===== src/design/hist_pkg.sv =====
package hist_pkg;

  // sample and bin geometry.
  localparam int SAMPLE_W   = 12;
  localparam int BIN_ADDR_W = 4;
  localparam int NUM_BINS   = 1 << BIN_ADDR_W;

  // counts stop at all ones.
  localparam int COUNT_W = 8;

  typedef logic [SAMPLE_W-1:0]   sample_t;
  typedef logic [BIN_ADDR_W-1:0] bin_addr_t;
  typedef logic [COUNT_W-1:0]    count_t;

endpackage


===== src/design/hist_stream_if.sv =====
interface hist_stream_if #(
  parameter type payload_t = logic
);

  payload_t data;
  logic     valid;
  logic     ready;
  // marks the end of a packet on the count stream.
  logic     last;

  modport source (
    output data,
    output valid,
    output last,
    input  ready
  );

  modport sink (
    input  data,
    input  valid,
    input  last,
    output ready
  );

endinterface


===== src/design/stream_skid.sv =====
module stream_skid #(
  parameter type payload_t = logic
) (
  input  logic          aclk,
  input  logic          aresetn,
  hist_stream_if.sink   in,
  hist_stream_if.source out
);

  logic     main_valid;
  logic     main_last;
  payload_t main_data;
  logic     skid_valid;
  logic     skid_last;
  payload_t skid_data;
  logic     in_xfer;
  logic     main_free;

  // ready only depends on the spare slot, so it comes straight from a flop.
  assign in.ready  = !skid_valid;
  assign in_xfer   = in.valid && !skid_valid;
  assign main_free = !main_valid || out.ready;

  assign out.valid = main_valid;
  assign out.data  = main_data;
  assign out.last  = main_last;

  always_ff @(posedge aclk)
  begin
    if (!aresetn)
    begin
      main_valid <= 1'b0;
      skid_valid <= 1'b0;
    end
    else if (main_free)
    begin
      main_valid <= skid_valid || in_xfer;
      skid_valid <= 1'b0;
    end
    else if (in_xfer)
    begin
      skid_valid <= 1'b1;
    end
  end

  always_ff @(posedge aclk)
  begin
    if (main_free)
    begin
      main_data <= skid_valid ? skid_data : in.data;
      main_last <= skid_valid ? skid_last : in.last;
    end
    // park the new word while the output is stalled.
    if (!main_free && in_xfer)
    begin
      skid_data <= in.data;
      skid_last <= in.last;
    end
  end

endmodule


===== src/design/hist_bram.sv =====
module hist_bram (
  input  logic               aclk,
  input  hist_pkg::bin_addr_t a_addr,
  input  hist_pkg::count_t    a_wrdata,
  input  logic               a_we,
  output hist_pkg::count_t    a_rddata,
  input  hist_pkg::bin_addr_t b_addr,
  input  hist_pkg::count_t    b_wrdata,
  input  logic               b_we,
  output hist_pkg::count_t    b_rddata
);

  import hist_pkg::*;

  count_t    mem [NUM_BINS];
  bin_addr_t a_addr_q;
  bin_addr_t b_addr_q;

  // each port reads the presented address and writes back to the address
  // it read one cycle earlier, so one port can do a full read-modify-write
  // every clock. reads return the old word when they hit a write.
  always_ff @(posedge aclk)
  begin
    a_rddata <= mem[a_addr];
    b_rddata <= mem[b_addr];
    a_addr_q <= a_addr;
    b_addr_q <= b_addr;
    if (a_we)
      mem[a_addr_q] <= a_wrdata;
    if (b_we)
      mem[b_addr_q] <= b_wrdata;
  end

endmodule


===== src/design/hist_accumulator.sv =====
module hist_accumulator (
  input  logic               aclk,
  input  logic               aresetn,
  hist_stream_if.sink        smp,
  input  logic               hold,
  output logic               idle,
  output hist_pkg::bin_addr_t a_addr,
  output hist_pkg::count_t    a_wrdata,
  output logic               a_we,
  input  hist_pkg::count_t    a_rddata
);

  import hist_pkg::*;

  logic      smp_xfer;
  bin_addr_t smp_bin;
  logic      s1_valid;
  bin_addr_t s1_bin;
  logic      s2_valid;
  bin_addr_t s2_bin;
  logic      fwd_q;
  count_t    fwd_cnt;
  count_t    old_cnt;

  ////////////////////////////////////////////////////////////////////////////
  // intake
  ////////////////////////////////////////////////////////////////////////////

  // the bin is the top bits of the sample.
  assign smp_bin = smp.data[SAMPLE_W-1 -: BIN_ADDR_W];

  // new input is shut off upstream while held; anything already buffered
  // still drains so the pipeline can go idle.
  assign idle     = !smp.valid && !s1_valid && !s2_valid;
  assign smp.ready = !hold || !idle;
  assign smp_xfer = smp.valid && smp.ready;

  ////////////////////////////////////////////////////////////////////////////
  // read in stage 1, write in stage 2
  ////////////////////////////////////////////////////////////////////////////

  assign a_addr = s1_bin;

  // the ram read of a bin written on the same edge is stale.
  assign old_cnt  = fwd_q ? fwd_cnt : a_rddata;
  assign a_wrdata = (&old_cnt) ? old_cnt : old_cnt + 1'b1;
  assign a_we     = s2_valid;

  always_ff @(posedge aclk)
  begin
    if (!aresetn)
    begin
      s1_valid <= 1'b0;
      s2_valid <= 1'b0;
      fwd_q    <= 1'b0;
    end
    else
    begin
      s1_valid <= smp_xfer;
      s2_valid <= s1_valid;
      fwd_q    <= s1_valid && s2_valid && (s1_bin == s2_bin);
    end
  end

  always_ff @(posedge aclk)
  begin
    if (smp_xfer)
      s1_bin <= smp_bin;
    s2_bin  <= s1_bin;
    // last value written, for a back-to-back hit on the same bin.
    fwd_cnt <= a_wrdata;
  end

endmodule


===== src/design/hist_readout.sv =====
module hist_readout (
  input  logic               aclk,
  input  logic               aresetn,
  input  logic               dump_req,
  input  logic               idle,
  output logic               hold,
  output hist_pkg::bin_addr_t b_addr,
  output hist_pkg::count_t    b_wrdata,
  output logic               b_we,
  input  hist_pkg::count_t    b_rddata,
  hist_stream_if.source      cnt
);

  import hist_pkg::*;

  typedef enum logic [1:0] {st_clear, st_run, st_dump} state_t;

  state_t    state;
  bin_addr_t ptr;
  logic      last_bin;
  logic      req_q;
  logic      issue_done;
  logic      issue;
  logic      rd_q;
  logic      wb_q;
  logic      ret_last;
  logic      pend_valid;
  logic      pend_last;
  count_t    pend_data;

  assign last_bin = (ptr == bin_addr_t'(NUM_BINS - 1));
  assign hold     = (state != st_run) || req_q;

  // only read when the word coming back is sure to have a place.
  assign issue = (state == st_dump) && !issue_done && !(cnt.valid && !cnt.ready);

  // every address read in the walk gets zeroed on the following cycle.
  assign b_addr   = ptr;
  assign b_wrdata = '0;
  assign b_we     = wb_q;

  assign cnt.valid = pend_valid || rd_q;
  assign cnt.data  = pend_valid ? pend_data : b_rddata;
  assign cnt.last  = pend_valid ? pend_last : ret_last;

  ////////////////////////////////////////////////////////////////////////////
  // clear walk and dump sequencing
  ////////////////////////////////////////////////////////////////////////////

  always_ff @(posedge aclk)
  begin
    if (!aresetn)
    begin
      state      <= st_clear;
      ptr        <= '0;
      req_q      <= 1'b0;
      issue_done <= 1'b0;
      rd_q       <= 1'b0;
      wb_q       <= 1'b0;
      ret_last   <= 1'b0;
      pend_valid <= 1'b0;
    end
    else
    begin
      rd_q       <= issue;
      wb_q       <= issue || (state == st_clear);
      ret_last   <= issue && last_bin;
      pend_valid <= cnt.valid && !cnt.ready;
      case (state)
        st_clear:
        begin
          ptr <= ptr + 1'b1;
          if (last_bin)
            state <= st_run;
        end
        st_run:
        begin
          if (req_q && idle)
          begin
            state <= st_dump;
            req_q <= 1'b0;
          end
        end
        default:
        begin
          if (issue)
          begin
            ptr <= ptr + 1'b1;
            if (last_bin)
              issue_done <= 1'b1;
          end
          if (cnt.valid && cnt.ready && cnt.last)
          begin
            state      <= st_run;
            issue_done <= 1'b0;
          end
        end
      endcase
      // a request during clear or dump waits its turn.
      if (dump_req)
        req_q <= 1'b1;
    end
  end

  // one-deep slot for a word the out skid could not take.
  always_ff @(posedge aclk)
  begin
    if (!pend_valid)
    begin
      pend_data <= b_rddata;
      pend_last <= ret_last;
    end
  end

endmodule


===== src/design/hist_top.sv =====
module hist_top (
  input  logic             aclk,
  input  logic             aresetn,
  input  hist_pkg::sample_t s_sample_tdata,
  input  logic             s_sample_tvalid,
  output logic             s_sample_tready,
  input  logic             dump_req,
  output hist_pkg::count_t  m_count_tdata,
  output logic             m_count_tvalid,
  input  logic             m_count_tready,
  output logic             m_count_tlast
);

  import hist_pkg::*;

  hist_stream_if #(.payload_t(sample_t)) smp_raw ();
  hist_stream_if #(.payload_t(sample_t)) smp_buf ();
  hist_stream_if #(.payload_t(count_t))  cnt_raw ();
  hist_stream_if #(.payload_t(count_t))  cnt_buf ();

  bin_addr_t a_addr;
  count_t    a_wrdata;
  count_t    a_rddata;
  logic      a_we;
  bin_addr_t b_addr;
  count_t    b_wrdata;
  count_t    b_rddata;
  logic      b_we;
  logic      hold;
  logic      idle;
  logic      take_samples;

  ////////////////////////////////////////////////////////////////////////////
  // sample input
  ////////////////////////////////////////////////////////////////////////////

  // input stays closed through clear and dump, until the last count has left.
  assign take_samples    = !hold && !cnt_buf.valid;
  assign smp_raw.data    = s_sample_tdata;
  assign smp_raw.valid   = s_sample_tvalid && take_samples;
  assign smp_raw.last    = 1'b0;
  assign s_sample_tready = smp_raw.ready && take_samples;

  stream_skid #(.payload_t(sample_t)) in_skid (
    .aclk    (aclk),
    .aresetn (aresetn),
    .in      (smp_raw),
    .out     (smp_buf)
  );

  ////////////////////////////////////////////////////////////////////////////
  // counting and readout
  ////////////////////////////////////////////////////////////////////////////

  hist_accumulator u_accumulator (
    .aclk     (aclk),
    .aresetn  (aresetn),
    .smp      (smp_buf),
    .hold     (hold),
    .idle     (idle),
    .a_addr   (a_addr),
    .a_wrdata (a_wrdata),
    .a_we     (a_we),
    .a_rddata (a_rddata)
  );

  hist_bram u_bram (
    .aclk     (aclk),
    .a_addr   (a_addr),
    .a_wrdata (a_wrdata),
    .a_we     (a_we),
    .a_rddata (a_rddata),
    .b_addr   (b_addr),
    .b_wrdata (b_wrdata),
    .b_we     (b_we),
    .b_rddata (b_rddata)
  );

  hist_readout u_readout (
    .aclk     (aclk),
    .aresetn  (aresetn),
    .dump_req (dump_req),
    .idle     (idle),
    .hold     (hold),
    .b_addr   (b_addr),
    .b_wrdata (b_wrdata),
    .b_we     (b_we),
    .b_rddata (b_rddata),
    .cnt      (cnt_raw)
  );

  stream_skid #(.payload_t(count_t)) out_skid (
    .aclk    (aclk),
    .aresetn (aresetn),
    .in      (cnt_raw),
    .out     (cnt_buf)
  );

  assign cnt_buf.ready  = m_count_tready;
  assign m_count_tdata  = cnt_buf.data;
  assign m_count_tvalid = cnt_buf.valid;
  assign m_count_tlast  = cnt_buf.last;

endmodule


===== config.mk =====
export PLATFORM = sky130hd
export DESIGN_NAME = hist_top
export DESIGN_NICKNAME = d
export VERILOG_FILES = /design/src/design/hist_pkg.sv /design/src/design/hist_stream_if.sv /design/src/design/stream_skid.sv /design/src/design/hist_bram.sv /design/src/design/hist_accumulator.sv /design/src/design/hist_readout.sv /design/src/design/hist_top.sv
export SDC_FILE = /design/constraint.sdc
export NUM_CORES = 1
export LEC_CHECK = 0
export CORE_ASPECT_RATIO = 2
export CORE_UTILIZATION = 33
export CTS_CLUSTER_DIAMETER = 150
export DETAILED_ROUTE_END_ITERATION = 7
export DONT_BUFFER_PORTS = 1
export PLACE_DENSITY = 0.43
export SLEW_MARGIN = 5
export SYNTH_ARGS = -nofsm -noshare
export SYNTH_HDL_FRONTEND = slang
export SYNTH_SLANG_ARGS = --single-unit

===== constraint.sdc =====
create_clock -name aclk -period 3.3 [get_ports aclk]
set_clock_uncertainty 0.1 [all_clocks]
set_input_delay 0.33 -clock aclk [delete_from_list [all_inputs] [get_ports aclk]]
set_output_delay 0.33 -clock aclk [all_outputs]
set_load 0.01 [all_outputs]

Word level (Yosys, flattened, before mapping)
Memories as Yosys holds them, arrays and structs flattened. A register that Yosys moved wholly into a read port is not among the register bits.
Cells that the tools add are included.
{ "totals": {"input_bits": 17, "ramBits": 128, "mem_count": 1, "register_bits": 90, "out_inout_bits": 11} }
{ "mem_list": {"columns": ["name", "depth", "width", "rd", "rd_clocked_by_memory_dff", "write_ports", "line_no", "source"], "rows": [
  ["u_bram.mem", 16, 8, 2, 2, 2, "hist_bram.sv:15", "count_t mem [NUM_BINS];"]
]} }
{ "op_classes": {"n_bitwise": 3, "n_eq_ne": 7, "addsub": 2, "n_reduce_logical": 53, "muxes": 23} }
{ "ops": {"columns": ["cell", "n"], "rows": [
  ["2-to-1 mux 8 bit", 4],
  ["logical AND 1 bit", 18],
  ["zero test 1 bit", 12],
  ["2-to-1 mux 1 bit", 12],
  ["2-to-1 mux 12 bit", 1],
  ["nonzero test 2 bit", 5],
  ["adder 8 x 1 -> 8 bit (second input constant)", 1],
  ["logical OR 1 bit", 8],
  ["case mux 4 bit (2 select lines)", 1],
  ["AND reduction 8 bit", 1],
  ["2-to-1 mux 2 bit", 3],
  ["inequality test 2 x 1 -> 1 bit (second input constant)", 3],
  ["AND reduction 3 bit", 2],
  ["OR reduction 2 bit", 3],
  ["adder 4 x 1 -> 4 bit (second input constant)", 1],
  ["equality test 4 bit", 1],
  ["equality test 4 bit (second input constant)", 1],
  ["2-to-1 mux 4 bit", 1],
  ["case mux 2 bit (2 select lines)", 1],
  ["AND reduction 2 bit", 2],
  ["inverter 1 bit", 3],
  ["nonzero test 3 bit", 1],
  ["equality test 2 x 1 -> 1 bit (second input constant)", 1],
  ["equality test 2 bit (second input constant)", 1],
  ["zero test 2 bit", 1]
]} }

Logic depth before layout (Yosys ltp)
Gate-level depths: netlist of the first run.
{ "depth": {"depth_word": 8, "mapped_depth": 10} }

Hierarchy
From an unflattened synthesis of the first run, not the netlist that was laid out.
{ "hier_totals": {"hier_cells": 744, "area_unflattened_um2": 11825.1} }
{ "modules_own_cells": {"columns": ["module", "seq_area_each_um2", "area_each_um2", "n_inst", "cells_per_inst"], "rows": [
  ["hist_bram", 4324.1, 8197.9, 1, 492],
  ["stream_skid (in_skid)", 820.8, 1066.0, 1, 49],
  ["hist_accumulator", 420.4, 924.6, 1, 79],
  ["hist_readout", 420.4, 854.6, 1, 85],
  ["stream_skid (out_skid)", 580.6, 763.2, 1, 36],
  ["hist_top", 0.0, 18.8, 1, 3]
]} }

Worst setup path before layout of the first run
No wires, ideal clock.
{ "synth_timing": {"path_type": "reg2reg", "start": "reg u_accumulator.fwd_q", "end": "mem u_bram.mem[0][1] in the netlist's numbering", "required_ns": 3.079, "arrival_ns": 2.140, "period_less_slack_ns": 2.362, "path_slack_ns": 0.938, "setup_ns": 0.121, "stages_incl_launch_ff": 10, "n_path_buf": 2, "cell_sequence": "dfxtp_1 -> buf_6 -> mux2_2 -> ha_1 -> nand4b_1 -> nand2_1 -> nand3b_4 -> mux2i_4 -> buf_6 -> o21ai_0"} }
{ "synth_rtl": {"columns": ["item", "line_no", "source"], "rows": [
  ["start, declared", "hist_accumulator.sv:21", "logic fwd_q;"],
  ["start signal, assigned", "hist_accumulator.sv:61", "fwd_q <= s1_valid && s2_valid && (s1_bin == s2_bin);"],
  ["end, declared", "hist_bram.sv:15", null]
]} }

==> impl_metrics.json, run 1 <==
{
  "status": "finished, final reports clean",
  "ys_seq_area_share_pct": 49.6,
  "cp.arrival_ps": 3080,
  "slew_violations": 0,
  "max_freq_mhz": 368,
  "portBuffers": 0,
  "r2r_slack_ps": 580,
  "grt_max_degree": 37,
  "numCtsBuffers": 22,
  "avgSynthCellArea_um2": 12.7,
  "cts-root-buf": "clkbuf_16",
  "dr.pass1.iters": 5,
  "antenna_cells": 0,
  "drive_above_1_share_pct": 22.5,
  "netlist_instances": 743,
  "first_global_vias": 6556,
  "htreeDepth": 1,
  "first_iter_violations": 371,
  "final_cell_mix": "187 x dfxtp_1, 96 x a22o_1, 72 x mux4_2",
  "irDropWorstVdd_v": 0.000426,
  "post-route-drc-count": 0,
  "core-area_mm2": 0.0281,
  "antenna_found_initial": 0,
  "area_growth_pct": 14.1,
  "cap_violations": 0,
  "power.density_mw_per_mm2": 550,
  "synth_seq_cells": 218,
  "grt_setup_unrepaired": "false",
  "final.min_clock_period_ps": 2720,
  "routedWlPerCell_um": 23.0,
  "cts_setup_buffers": 0,
  "via_count": 6264,
  "grt_usage_pct": 18.5,
  "final.period_utilization_pct": 82.4,
  "initial_core_util_pct": 33.5,
  "worstPathMaxFanout": 17,
  "vias_per_cell": 5.54,
  "fin_nets": 778,
  "fin_setup_tns_ps": 0,
  "mostFrequentLayoutCell": "dfxtp_1",
  "ys_warn_count": 0,
  "hpwl_um": 19000,
  "crit_path_end_kind": "flop",
  "p_leak_uw": 0.00392,
  "clk_latency_ps": 530,
  "worstHoldPathType": "in2reg",
  "num_rows": 87,
  "dp.cells": 1084,
  "grt-ovfl-total": 0,
  "setup_viol": 0,
  "layout.cells.non_filler": 1131,
  "startpoint_type": "flop",
  "gp_congestion": 0.778,
  "cts_max_path_buffers": 3,
  "synth_area_mm2": 0.00940,
  "finalHoldViolCount": 0,
  "pin_count": 28,
  "slew_headroom_pct": 35.4,
  "worst_slew_pin_slew_ps": 964,
  "die_area_mm2": 0.0292,
  "grt_pass1_wl_um": 39400,
  "ant_nets": 0,
  "drt-total-wl_um": 26000,
  "cts_tree": "done",
  "die_h_um": 241,
  "cp.required_ps": 3660,
  "cts.sinks": 218,
  "synthDistinctLibCells": 54,
  "clk_pin_slew_ps": 60,
  "die_w_um": 121,
  "critical_path_class": "reg2reg"
}
[layer usage]
layer / routed length, um / vias up / track usage [%]
li1: - / 2898 / -
met4: 1070 / 0 / 8.90
met5: 0 / - / 0
met3: 972 / 60 / 1.70
met2: 15100 / 170 / 37.1
met1: 8900 / 3136 / 18.3
[flip-flops by register name (all words and copies together), names as in the netlist, 8 cells and up]
| register | cells |
|---|---|
| u_bram.mem | 128 |
| out_skid.out.data | 8 |
| out_skid.skid_data | 8 |
| u_accumulator.fwd_cnt | 8 |
| u_bram.a_rddata | 8 |
| u_bram.b_rddata | 8 |
| u_readout.pend_data | 8 |
[power by group]
part	internal [uW]	total, uW	switching [uW]
clock	1720	2800	1090
combinational	121	290	169
sequential	2750	2800	55.3
[synthesized netlist by cell type, drive strengths merged]
master,number,share of area (%)
dfxtp,188,40
a22o,96,8.9
mux4,72,17
nor2,47,1.9
edfxtp,30,9.6
nand2,30,1.2
buf,28,1.8
a21oi,25,1.3
mux2,24,2.9
nor3,22,1.3
clkbuf,18,0.72
nor2b,17,1.1
inv,14,0.56
mux2i,14,1.8
o21ai,13,0.73
o22ai,13,0.86
a211oi,12,0.96
nand2b,11,0.73
nand3,10,0.59
and2,9,0.60
xor2,7,0.73
nand3b,6,0.65
o41ai,6,1.0
xnor2,4,0.45
nor4,3,0.20
a21boi,2,0.16
a32o,2,0.21
and3,2,0.13
conb,2,0.080
ha,2,0.27
nand4,2,0.13
nor3b,2,0.16
o21a,2,0.16
or3b,2,0.19
a21o,1,0.080
a32oi,1,0.093
nand4b,1,0.093
o211ai,1,0.13
o311a,1,0.11
or2,1,0.067
[final timing paths]
path                        from                       to  cells after the start
min reg2reg  in_skid.out.data[8]  u_accumulator.a_addr[0]                      0
max          u_accumulator.fwd_q        u_bram.mem[13][5]                      7
max reg2reg  u_accumulator.fwd_q        u_bram.mem[13][5]                      7
min               m_count_tready      out_skid.skid_valid                      2
[per-stage QoR]
step           total power (uW)  instance area (um2)  hold WS (ps)  setup slack, ps  util, %
2_1_floorplan              3060                 9430           226              938        -
3_3_place_gp               3140                 9840           305              572     35.1
3_5_place_dp               3150                 9840           308              566     35.1
4_1_cts                    5990                10700           300              536     38.2
5_1_grt                    6090                10700           342              464     38.2
6_report                   5900                10700           306              580     38.2
[cell type report]
class,count,area (um2)
Sequential cell,218,4670
Multi-Input combinational cell,472,4480
Clock inverter,11,151
Tap cell,356,445
Timing Repair Buffer,31,275
Inverter,14,52.6
Fill cell,2679,17400
Clock buffer,29,661
[kinds of logic after synthesis]
logic type,synth area share (%)
and+or+nand+nor,9.06
other,0.0799
adders and majority gates,0.266
AOI/OAI and AO/OA,14.8
xor gates and xnor gates,1.18
muxes,21.9
DFF,49.6
buffers and inverters,3.07
[critical path, stage by stage (launching register included)]
cell,delay (ps)
dfxtp_1,370
mux2_2,390
ha_1,280
nand4b_1,150
and2_1,180
o211ai_2,130
xor2_2,770
a22o_1,270
[repair_timing]
item / 4_1_cts / 5_1_grt
gates resized for setup: 0 / 0
hold buffers: 7 / 0
endpoints found under the hold margin: 25 / 0
No activity file was read; power rests on OpenSTA's default activity.
==> run 2: changes to the inputs <==
--- a/config.mk
+++ b/config.mk
@@ -10,7 +10,7 @@
 export CTS_CLUSTER_DIAMETER = 150
 export DETAILED_ROUTE_END_ITERATION = 7
 export DONT_BUFFER_PORTS = 1
-export PLACE_DENSITY = 0.43
+export PLACE_DENSITY = 0.44
 export SLEW_MARGIN = 5
 export SYNTH_ARGS = -nofsm -noshare
 export SYNTH_HDL_FRONTEND = slang
==> constraint.sdc (replaced) <==
create_clock -name aclk -period 2.4 [get_ports aclk]
set_clock_uncertainty 0.1 [all_clocks]
set_input_delay 0.24 -clock aclk [delete_from_list [all_inputs] [get_ports aclk]]
set_output_delay 0.24 -clock aclk [all_outputs]
set_load 0.01 [all_outputs]
==> impl_metrics.json, run 2 (synthesis gave the netlist of run 1 again) <==
{
  "cp_slowest_cell": "xnor2_4",
  "worstPathMaxFanout": 17,
  "antenna_found_initial": 0,
  "top_register": "u_bram.mem",
  "slew_headroom_pct": 45.3,
  "crit_chain": "mux2_2 > ha_4 > nand4b_1 > buf_4 > nand2_1 > nand3b_4 > xnor2_4 > a211oi_1",
  "htreeDepth": 1,
  "clk_latency_ps": 510,
  "clk_pin_slew_ps": 60,
  "post-route-drc-count": 0,
  "p_leak_uw": 0.00405,
  "mostFrequentLayoutCell": "dfxtp_1",
  "final_cell_mix": "186 x dfxtp_1, 96 x a22o_1, 72 x mux4_2",
  "power.switching_uw": 1760,
  "core-area_mm2": 0.0281,
  "timing.critical_path.buf_inv": 1,
  "crit_path_end_kind": "flop",
  "final_area_mm2": 0.0110,
  "max_freq_mhz": 438,
  "die_w_um": 121,
  "power_frac_seq_pct": 49.9,
  "max_stage_delay_ps": 520,
  "reg2regPathDepth": 8,
  "cts.sinks": 218,
  "numCtsBuffers": 22,
  "vias_per_cell": 5.47,
  "cts_max_path_buffers": 3,
  "cts_tree": "done",
  "hold_depth": 1,
  "fin_nets": 811,
  "die_h_um": 241,
  "cap_violations": 0,
  "fin_setup_tns_ps": 0,
  "grt_pass1_wl_um": 40200,
  "p_comb_share_pct": 6.0,
  "largest_reg_flops": 128,
  "cp.arrival_ps": 2550,
  "r2r_start": "u_accumulator.fwd_q",
  "critical_path_class": "reg2reg",
  "worstHoldPathType": "in2reg",
  "routedWlPerCell_um": 22.4,
  "p_int_uw": 5950,
  "worst_path_dominant_cell_family": "XOR/XNOR gates",
  "dr_wl_met2_um": 15600,
  "die_area_mm2": 0.0292,
  "power.density_mw_per_mm2": 701,
  "cts-root-buf": "clkbuf_16",
  "area_growth_pct": 16.8,
  "grt_max_degree": 37,
  "final.min_clock_period_ps": 2280,
  "grt_setup_unrepaired": "false",
  "status": "finished, final reports clean",
  "num_rows": 87,
  "min_from": "s_sample_tdata[8]",
  "portBuffers": 0,
  "slew_violations": 0,
  "pin_count": 28,
  "r2r_slack_ps": 120,
  "final.period_utilization_pct": 95.1,
  "worstReg2RegEnd": "u_bram.mem[4][0]",
  "hpwl_um": 19100,
  "hold_path_end": "in_skid.skid_data[8]",
  "cts_setup_buffers": 0,
  "topRoutingLayerUsed": "met4",
  "crit_path_start": "u_accumulator.fwd_q",
  "antenna_cells": 0,
  "clkPwrFrac_pct": 44.1,
  "ant_nets": 0,
  "via_count": 6362,
  "grt_usage_pct": 18.6,
  "place_area_mm2": 0.0102,
  "first_global_vias": 6808,
  "p_sw_share_pct": 22.8,
  "cp.required_ps": 2660,
  "drt-total-wl_um": 26100,
  "setup_viol": 0,
  "initial_core_util_pct": 33.5,
  "first_iter_violations": 339,
  "finalHoldViolCount": 0,
  "gp_congestion": 0.786,
  "worst_slew_pin_slew_ps": 820,
  "dr.pass1.iters": 4,
  "wl_met1_um": 8950,
  "irDropWorstVdd_v": 0.000523,
  "grt-ovfl-total": 0,
  "drive_above_1_share_pct": 25.6,
  "wl_met3_um": 693,
  "startpoint_type": "flop"
}
## run 2: what timing repair did
action                                  CTS  global route
resized for setup                         2             3
pin swaps                                 0             0
hold endpoints to repair                 25             0
hold buffers                              8             0
endpoints found under the setup margin   33            75
## run 2: worst reg2reg max path: stages (launching register included)
cell and delay, ps:
dfxtp_2 340, mux2_2 270, ha_4 170, nand4b_1 120, buf_4 150, nand2_1 110
nand3b_4 180, xnor2_4 530, a211oi_1 180
## run 2: routing by layer
layer | vias up | global-route usage [%]
met2 | 135 | 38.4
met4 | 0 | 7.82
met1 | 3221 | 17.9
li1 | 2959 | -
met3 | 47 | 1.77
met5 | - | 0
## run 2: how the worst max path moves through the flow
stage,to,slack [ps],cells past startpoint
final,u_bram.mem[4][0],120,8
after global routing,u_bram.mem[2][1],20,10
after CTS,u_bram.mem[6][1],2,9
after detailed placement,u_bram.mem[4][0],-230,8
after global placement,u_bram.mem[12][0],-140,8
after floorplan,u_bram.mem[0][1],40,9
## run 2: through the flow
stage          cells  util, %  hold slack [ps]  worst slack (ps)  total power, uW
2_1_floorplan    750        -              226              38.4             4210
3_3_place_gp    1116     36.2              239              -141             4360
3_5_place_dp    1116     36.2              239              -229             4370
4_1_cts         1164     39.1              262              1.82             7820
5_1_grt         1164     39.1              289              16.8             8010
6_report        1164     39.1              283               117             7700
## run 2: layout make-up
class | instances | area (um2)
tap | 356 | 445
inverter | 14 | 52.6
sequential | 218 | 4670
multi-input combinational | 472 | 4510
clock inverter | 8 | 68.8
timing repair buffer | 64 | 601
fill | 2669 | 17100
clock buffer | 32 | 639
## run 2: power by group through the flow
stage | Combinational [uW] | Sequential, uW | Clock [uW]
2_1_floorplan | 314 | 3890 | 0
3_3_place_gp | 436 | 3920 | 0
3_5_place_dp | 443 | 3930 | 0
4_1_cts | 464 | 3840 | 3510
5_1_grt | 490 | 3850 | 3670
6_report | 459 | 3850 | 3400
